--- src/rtl/db_proto_pkg.sv ---
/*
 * Key-value database protocol types shared by controllers, fabric and peripherals.
 * A response is only meaningful in the cycle its ack is high.
 */
package db_proto_pkg;

    // ==================================================
    // Widths
    // ==================================================
    localparam int KEY_WID   = 8;
    localparam int VALUE_WID = 32;

    typedef logic [KEY_WID-1:0]   key_t;
    typedef logic [VALUE_WID-1:0] value_t;

    // ==================================================
    // Encodings
    // ==================================================
    typedef enum logic [1:0] {
        COMMAND_NOP   = 2'd0,
        COMMAND_GET   = 2'd1,
        COMMAND_SET   = 2'd2,
        COMMAND_UNSET = 2'd3
    } command_t;

    // Code 3 is not used by any responder
    typedef enum logic [1:0] {
        STATUS_OK          = 2'd0,
        STATUS_ERROR       = 2'd1,
        STATUS_UNSPECIFIED = 2'd2
    } status_t;

    // ==================================================
    // Request and response words
    // ==================================================
    typedef struct packed {
        command_t command;
        key_t     key;
        value_t   set_value;
    } db_req_t;

    // get_key and get_value are only defined for GET
    typedef struct packed {
        status_t status;
        logic    get_valid;
        key_t    get_key;
        value_t  get_value;
    } db_resp_t;

endpackage : db_proto_pkg
--- src/rtl/db_route_pkg.sv ---
/*
 * Routing types used inside the control fabric only.
 * Two controllers share the fabric, so the owner fits in one bit.
 */
package db_route_pkg;

    // ==================================================
    // Controller identity
    // ==================================================
    // PORT_HI always wins when both controllers ask at once
    typedef enum logic {
        PORT_HI = 1'b0,
        PORT_LO = 1'b1
    } ctrl_port_e;

    // ==================================================
    // Open transaction context
    // ==================================================
    // Captured by the mux when a controller request is accepted.
    // The owner steers ack and response back on completion,
    // the request word is what travels on toward the demux
    typedef struct packed {
        ctrl_port_e           owner;
        db_proto_pkg::db_req_t req;
    } db_ctx_t;

endpackage : db_route_pkg

--- src/rtl/db_ctrl_fabric.sv ---
/*
 * Two controllers sharing NUM_PERIPH key-routed peripherals, hi has strict priority.
 * Controller ack comes at least 2 cycles after the peripheral's ack.
 */
`timescale 1ns/1ps

module db_ctrl_fabric #(
    parameter int NUM_PERIPH = 4
) (
    input  logic                   clk,
    input  logic                   srst,
    // Controllers
    input  logic                   hi_req,
    input  logic                   lo_req,
    input  db_proto_pkg::db_req_t  hi_cmd,
    input  db_proto_pkg::db_req_t  lo_cmd,
    output logic                   hi_rdy,
    output logic                   lo_rdy,
    output logic                   hi_ack,
    output logic                   lo_ack,
    output db_proto_pkg::db_resp_t hi_resp,
    output db_proto_pkg::db_resp_t lo_resp,
    // Peripherals
    output logic [NUM_PERIPH-1:0]  p_req,
    output db_proto_pkg::db_req_t  p_cmd,
    input  logic [NUM_PERIPH-1:0]  p_rdy,
    input  logic [NUM_PERIPH-1:0]  p_ack,
    input  db_proto_pkg::db_resp_t p_resp [NUM_PERIPH]
);

    db_route_pkg::ctrl_port_e sel;
    logic                     open_txn;
    logic                     dn_req;
    db_proto_pkg::db_req_t    dn_cmd;
    logic                     dn_rdy;
    logic                     dn_ack;
    db_proto_pkg::db_resp_t   dn_resp;

    db_prio_arbiter u_arbiter (
        .clk      (clk),
        .srst     (srst),
        .hi_req   (hi_req),
        .lo_req   (lo_req),
        .open_txn (open_txn),
        .sel      (sel)
    );

    db_ctrl_mux u_mux (
        .clk      (clk),
        .srst     (srst),
        .sel      (sel),
        .hi_req   (hi_req),
        .lo_req   (lo_req),
        .hi_cmd   (hi_cmd),
        .lo_cmd   (lo_cmd),
        .hi_rdy   (hi_rdy),
        .lo_rdy   (lo_rdy),
        .hi_ack   (hi_ack),
        .lo_ack   (lo_ack),
        .hi_resp  (hi_resp),
        .lo_resp  (lo_resp),
        .open_txn (open_txn),
        .dn_req   (dn_req),
        .dn_cmd   (dn_cmd),
        .dn_rdy   (dn_rdy),
        .dn_ack   (dn_ack),
        .dn_resp  (dn_resp)
    );

    db_ctrl_demux #(
        .NUM_PERIPH (NUM_PERIPH)
    ) u_demux (
        .clk     (clk),
        .srst    (srst),
        .up_req  (dn_req),
        .up_cmd  (dn_cmd),
        .up_rdy  (dn_rdy),
        .up_ack  (dn_ack),
        .up_resp (dn_resp),
        .p_req   (p_req),
        .p_cmd   (p_cmd),
        .p_rdy   (p_rdy),
        .p_ack   (p_ack),
        .p_resp  (p_resp)
    );

endmodule : db_ctrl_fabric

--- src/rtl/db_ctrl_demux.sv ---
/*
 * Routes one request at a time to the peripheral named by the top key bits.
 * NUM_PERIPH must be a power of two, at least 2, and no wider than the key allows.
 */
`timescale 1ns/1ps

module db_ctrl_demux #(
    parameter int NUM_PERIPH = 4
) (
    input  logic                   clk,
    input  logic                   srst,
    input  logic                   up_req,
    input  db_proto_pkg::db_req_t  up_cmd,
    output logic                   up_rdy,
    output logic                   up_ack,
    output db_proto_pkg::db_resp_t up_resp,
    output logic [NUM_PERIPH-1:0]  p_req,
    output db_proto_pkg::db_req_t  p_cmd,
    input  logic [NUM_PERIPH-1:0]  p_rdy,
    input  logic [NUM_PERIPH-1:0]  p_ack,
    input  db_proto_pkg::db_resp_t p_resp [NUM_PERIPH]
);

    localparam int ROUTE_WID = $clog2(NUM_PERIPH);

    logic                   accept;
    logic                   sel_rdy;
    logic                   sel_ack;
    logic                   pending;
    logic                   pending_nxt;
    logic                   rdy_q;
    logic                   req_q;
    logic                   ack_q;
    logic [ROUTE_WID-1:0]   route_q;
    db_proto_pkg::db_req_t  cmd_q;
    db_proto_pkg::db_resp_t resp_q;

    // ==================================================
    // Upstream acceptance
    // ==================================================
    assign accept = up_req && rdy_q;

    // Route index comes from the key MSBs
    always_ff @(posedge clk) begin
        if (srst) begin
            route_q <= '0;
        end else if (accept) begin
            route_q <= up_cmd.key[db_proto_pkg::KEY_WID-1 -: ROUTE_WID];
        end
    end

    always_ff @(posedge clk) begin
        if (accept) begin
            cmd_q <= up_cmd;
        end
    end

    // Stray acks from idle peripherals are ignored
    assign sel_rdy = p_rdy[route_q];
    assign sel_ack = p_ack[route_q] && pending;

    always_comb begin
        pending_nxt = pending;
        if (sel_ack) begin
            pending_nxt = 1'b0;
        end else if (accept) begin
            pending_nxt = 1'b1;
        end
    end

    always_ff @(posedge clk) begin
        if (srst) begin
            pending <= 1'b0;
            rdy_q   <= 1'b0;
            req_q   <= 1'b0;
            ack_q   <= 1'b0;
        end else begin
            pending <= pending_nxt;
            rdy_q   <= !pending_nxt;
            ack_q   <= sel_ack;
            if (accept) begin
                req_q <= 1'b1;
            end else if (req_q && sel_rdy) begin
                req_q <= 1'b0;
            end
        end
    end

    // ==================================================
    // Peripheral side
    // ==================================================
    always_comb begin
        for (int i = 0; i < NUM_PERIPH; i++) begin
            p_req[i] = req_q && (route_q == ROUTE_WID'(i));
        end
    end

    // Command bus is shared, req picks the target
    assign p_cmd = cmd_q;

    always_ff @(posedge clk) begin
        if (sel_ack) begin
            resp_q <= p_resp[route_q];
        end
    end

    assign up_rdy  = rdy_q;
    assign up_ack  = ack_q;
    assign up_resp = resp_q;

    // ==================================================
    // Checks
    // ==================================================
    a_one_target : assert property (
        @(posedge clk) disable iff (srst)
        $onehot0(p_req)
    ) else $error("request driven to more than one peripheral");

endmodule : db_ctrl_demux

--- src/rtl/db_ctrl_mux.sv ---
/*
 * Forwards the selected controller's request and returns ack and response to it.
 * One transaction at a time; rdy stays low from acceptance until the owner's ack.
 */
`timescale 1ns/1ps

module db_ctrl_mux (
    input  logic                     clk,
    input  logic                     srst,
    input  db_route_pkg::ctrl_port_e sel,
    input  logic                     hi_req,
    input  logic                     lo_req,
    input  db_proto_pkg::db_req_t    hi_cmd,
    input  db_proto_pkg::db_req_t    lo_cmd,
    output logic                     hi_rdy,
    output logic                     lo_rdy,
    output logic                     hi_ack,
    output logic                     lo_ack,
    output db_proto_pkg::db_resp_t   hi_resp,
    output db_proto_pkg::db_resp_t   lo_resp,
    output logic                     open_txn,
    output logic                     dn_req,
    output db_proto_pkg::db_req_t    dn_cmd,
    input  logic                     dn_rdy,
    input  logic                     dn_ack,
    input  db_proto_pkg::db_resp_t   dn_resp
);

    logic                   accept;
    logic                   done;
    logic                   pending;
    logic                   pending_nxt;
    logic                   rdy_q;
    logic                   dn_req_q;
    logic                   hi_ack_q;
    logic                   lo_ack_q;
    db_route_pkg::db_ctx_t  ctx;
    db_proto_pkg::db_resp_t resp_q;

    // ==================================================
    // Request side
    // ==================================================
    // Only the arbiter's choice ever sees rdy
    assign hi_rdy = rdy_q && (sel == db_route_pkg::PORT_HI);
    assign lo_rdy = rdy_q && (sel == db_route_pkg::PORT_LO);

    assign accept = (hi_req && hi_rdy) || (lo_req && lo_rdy);
    assign done   = dn_ack && pending;

    always_comb begin
        pending_nxt = pending;
        if (done) begin
            pending_nxt = 1'b0;
        end else if (accept) begin
            pending_nxt = 1'b1;
        end
    end

    always_ff @(posedge clk) begin
        if (srst) begin
            pending  <= 1'b0;
            rdy_q    <= 1'b0;
            dn_req_q <= 1'b0;
        end else begin
            pending <= pending_nxt;
            rdy_q   <= !pending_nxt;
            if (accept) begin
                dn_req_q <= 1'b1;
            end else if (dn_req_q && dn_rdy) begin
                dn_req_q <= 1'b0;
            end
        end
    end

    // Context is payload, valid while pending
    always_ff @(posedge clk) begin
        if (accept) begin
            ctx.owner <= sel;
            ctx.req   <= (sel == db_route_pkg::PORT_HI) ? hi_cmd : lo_cmd;
        end
    end

    assign open_txn = pending;
    assign dn_req   = dn_req_q;
    assign dn_cmd   = ctx.req;

    // ==================================================
    // Response side
    // ==================================================
    always_ff @(posedge clk) begin
        if (srst) begin
            hi_ack_q <= 1'b0;
            lo_ack_q <= 1'b0;
        end else begin
            hi_ack_q <= done && (ctx.owner == db_route_pkg::PORT_HI);
            lo_ack_q <= done && (ctx.owner == db_route_pkg::PORT_LO);
        end
    end

    always_ff @(posedge clk) begin
        if (done) begin
            resp_q <= dn_resp;
        end
    end

    assign hi_ack  = hi_ack_q;
    assign lo_ack  = lo_ack_q;
    // Both ports see the same word, only the owner gets ack
    assign hi_resp = resp_q;
    assign lo_resp = resp_q;

    // ==================================================
    // Checks
    // ==================================================
    a_ack_exclusive : assert property (
        @(posedge clk) disable iff (srst)
        !(hi_ack && lo_ack)
    ) else $error("ack returned to both controllers");

    a_no_overlap : assert property (
        @(posedge clk) disable iff (srst)
        $rose(dn_req) |-> !$past(open_txn)
    ) else $error("downstream request issued over an open transaction");

endmodule : db_ctrl_mux

--- src/rtl/db_prio_arbiter.sv ---
/*
 * Strict-priority pick between the two controllers, hi wins.
 * The pick is combinational while idle and frozen while open_txn is high.
 */
`timescale 1ns/1ps

module db_prio_arbiter (
    input  logic                     clk,
    input  logic                     srst,
    input  logic                     hi_req,
    input  logic                     lo_req,
    input  logic                     open_txn,
    output db_route_pkg::ctrl_port_e sel
);

    // Last granted controller, kept while a transaction is open
    db_route_pkg::ctrl_port_e sel_q;

    // ==================================================
    // Select
    // ==================================================
    always_comb begin
        if (open_txn) begin
            // Owner keeps the path until its ack is back
            sel = sel_q;
        end else if (hi_req) begin
            sel = db_route_pkg::PORT_HI;
        end else if (lo_req) begin
            sel = db_route_pkg::PORT_LO;
        end else begin
            // Nobody asking, park on the previous owner
            sel = sel_q;
        end
    end

    always_ff @(posedge clk) begin
        if (srst) begin
            sel_q <= db_route_pkg::PORT_HI;
        end else begin
            sel_q <= sel;
        end
    end

    // ==================================================
    // Checks
    // ==================================================
    // A transaction only opens for the picked controller while it asks
    a_owner_asked : assert property (
        @(posedge clk) disable iff (srst)
        $rose(open_txn) |->
            $past((sel == db_route_pkg::PORT_HI) ? hi_req : lo_req)
    ) else $error("transaction opened for a controller that was not asking");

endmodule : db_prio_arbiter

--- config.mk ---
export PLATFORM = sky130hd
export DESIGN_NAME = db_ctrl_fabric
export DESIGN_NICKNAME = d
export VERILOG_FILES = /design/src/rtl/db_proto_pkg.sv /design/src/rtl/db_route_pkg.sv /design/src/rtl/db_ctrl_fabric.sv /design/src/rtl/db_ctrl_demux.sv /design/src/rtl/db_ctrl_mux.sv /design/src/rtl/db_prio_arbiter.sv
export SDC_FILE = /design/constraint.sdc
export NUM_CORES = 1
export LEC_CHECK = 0
export BUFFER_PORTS_ARGS = -buffer_cell sky130_fd_sc_hd__buf_2
export CAP_MARGIN = 10
export CORE_AREA = 2 2 155 157
export DETAILED_ROUTE_END_ITERATION = 10
export DIE_AREA = 0 0 157 159
export PLACE_DENSITY_LB_ADDON = 0.08
export SLEW_MARGIN = 40
export SYNTH_ARGS = -nofsm -noshare
export SYNTH_HDL_FRONTEND = slang
export SYNTH_SLANG_ARGS = --single-unit
--- constraint.sdc ---
create_clock -name clk -period 3.32 [get_ports clk]
set_clock_uncertainty 0.1 [all_clocks]
set_input_delay 0.498 -clock clk [delete_from_list [all_inputs] [get_ports clk]]
set_output_delay 0.498 -clock clk [all_outputs]
set_load 0.02 [all_outputs]
==> results.md <==
* Router iterations before antenna repair at 4
* Core area at roughly 23,000 um2
* Avg Inst Size Synth at roughly 20 um2
* # resized after CTS at 0
* Final hold viol count at 0
* Max-Cap Viols at 0
* Total gr overflow at 0
* CP Data Arrival Time at around 2000 ps
* FF/Latch Area at 5380 um2
* Buf+Inv Stages, Crit Path at 2
* Clk_lat worst skew at 420 ps
* Setup CP Type: reg2out
* Pleak at 4.08 nW
* Worst Min Path Start: hi_cmd[24]
* Count leader, synth: edfxtp_1
* Gpl congestion at slightly above 0.8
* CTS tree: done
* Slew Limit Fails at 0
* Num rows at 56
* Critical path peak fanout at 35
* Syn Inst Count at between 300 and 400
* Total number of vias at roughly 4.8k
* Share of layout cells above drive strength 1 at ~70%
* Period minus WS final at approximately 2600 ps
* Fin nets at a little over 1k
* Crit share post-route at about 80%
* Max Fclk at between 0.3 and 0.4 GHz
* Initial antenna violation count at 2
* Remaining DRCs at 0
* Crit path from: u_demux.route_q[0]
* Crit end category: primary output
* Synth area leader: edfxtp_1
* WL/cell at roughly 19 um
* Post-synth top area share at 67.9%
* Post-CTS Hold Fix Bufs at 0
* Syn-to-layout area delta at 34.6%
* PwrDens at between 400 and 500 nW/um2
* Final hold slack at approximately 270 ps
* Max Root-Sink Buffers at 2
* CP Launch Type: flip-flop
* CP Cell Sequence: buf_4 > and3b_1 > buf_2
* Total Power at about 0.0051 W
* Worst EP required at 2720 ps
* Setup violators final at 0
* Worst slew pin tran at approximately 660 ps
* Yosys cell types at 26
* TritonCTS sink count at 183
* Register area share after synthesis at 71.1%
* First-pass GRT wire length at 29.9 mm
* Die ar. at 25,000 um2
* Post-Syn Area at between 7000 and 8000 um2
* Vias per cell at around 4.4
* Synth area leaders: edfxtp_1 68%, mux4_2 13%, mux2_2 6.3%, buf_4 4.3%, dfxtp_1 3.2%
* Post-synth top flop: edfxtp_1
* CTS Buf Count at 17
* Critical path's largest stage delay at 590 ps
* Post-DP HPWL at roughly 16 mm
* Asr flop ratio synth at 0%
* Total negative slack at 0 ps
* Port bufs at 403
* CP delay by family, top: buffers and inverters
* # IOs at slightly above 400
* Final wirelength at 20.5 mm
* CTS H-tree lvls at 4
* RSZ-0062 raised after global routing: no
* Worst Hold Class: in2reg
* CTS clk-pin slew, worst paths at around 70 ps
* Die H at ~160 um
* RR Startpoint: u_demux.route_q[0]
* Top cells by count, synth: 171 x edfxtp_1, 44 x mux4_2, 43 x buf_4
* Slew headroom at between 50% and 60%
* Vias in the first global route at about 5.2k
* Syn nets at 646
* Multi-input logic area at 1730 um2
* Initial core utilization at about a third
* EDFF count, synth at 171
* Filler Cell Count at 2,112
* Die Wd at around 160 um
* Register bit total from synthesis at approximately 180
* Total Routing Usage GR at 16.3%
* Root buffer cell: clkbuf_16
* Synth warn at 0
* Setup bufs post-CTS at 0
* Worst VDD drop at 266 uV
* Largest net degree at the start of global routing at 45
* Worst path slowest cell: buf_4
* Starting DRT DRC Count at around 240
* ANT nets after route at 0
* Outcome: complete, no violations
[routing by layer]
metal | part of all wire, % | global-route usage [%] | routed length [um]
met1 | 37 | 17.5 | 7620
met4 | 1.5 | 4.75 | 299
met2 | 53 | 29.6 | 10900
met3 | 8.3 | 6.21 | 1700
met5 | 0 | 0 | 0
[through the flow]
step / instance area (um2) / util [%] / worst slack [ps] / std cells
detailed placement: 9610 / 41.4 / 987 / 1045
global route: 10200 / 43.8 / 508 / 1078
finish: 10200 / 43.9 / 739 / 1079
CTS: 10200 / 43.8 / 624 / 1077
global placement: 9610 / 41.4 / 1100 / 1045
floorplan: 7560 / - / 25.6 / 378
[flip-flops by register name, indices dropped and copies added, names as in the netlist, 2 cells and up]
register / flops
u_mux.dn_cmd: 42
u_demux.p_cmd: 42
u_mux.hi_resp: 43
u_demux.route_q: 2
u_demux.up_resp: 43
[cell usage in the layout (no fill, tap or decap), types with 3 or more instances in the layout]
master     instances
nand2_1            7
buf_4              4
dfxtp_1           10
inv_6              7
edfxtp_1         171
buf_2            403
nand2b_1           4
inv_4              3
clkbuf_16         17
inv_1              4
o21ai_0            3
inv_8              4
nor3b_1            3
mux4_2            44
nor2_1             5
a21oi_1            4
mux2i_1            3
mux2_2            42
[path summary, 6_finish.rpt]
kind	endpoint	slack, ps	cells after the start
setup / recovery	p_req[1]	740	3
hold / removal	u_mux.dn_cmd[24]	270	2
setup reg to reg	u_demux.req_q	1080	4
hold reg to reg	u_mux.hi_resp[32]	320	0
[kinds of logic (layout without fill, tap and decap cells)]
logic type | after synthesis | after routing | share of synthesized area [%]
flip-flops | 183 | 183 | 71.1
multiplexers | 89 | 89 | 19.8
buffers and inverters | 67 | 447 | 6.09
AND/OR/NAND/NOR | 28 | 28 | 1.99
AO/OA/AOI/OAI | 11 | 11 | 1.03
other | 0 | 2 | 0
[area by class of cell]
class                   count  area share (%)
diodes                      2          0.0492
clock buffers              17            4.18
clock inverters            15            1.27
inverters                   7           0.332
multi-input cells         128            17.0
flip-flops and latches    183            52.9
well taps                 319            3.92
repair buffers            408            20.3
[report_power, final]
part / internal [W] / leakage (nW) / switching, W
combinational: 0.000265 / 2.14 / 0.000214
sequential: 0.00263 / 1.66 / 0.0000312
clock: 0.000992 / 0.279 / 0.000927
(Power assumes the default switching activity.)
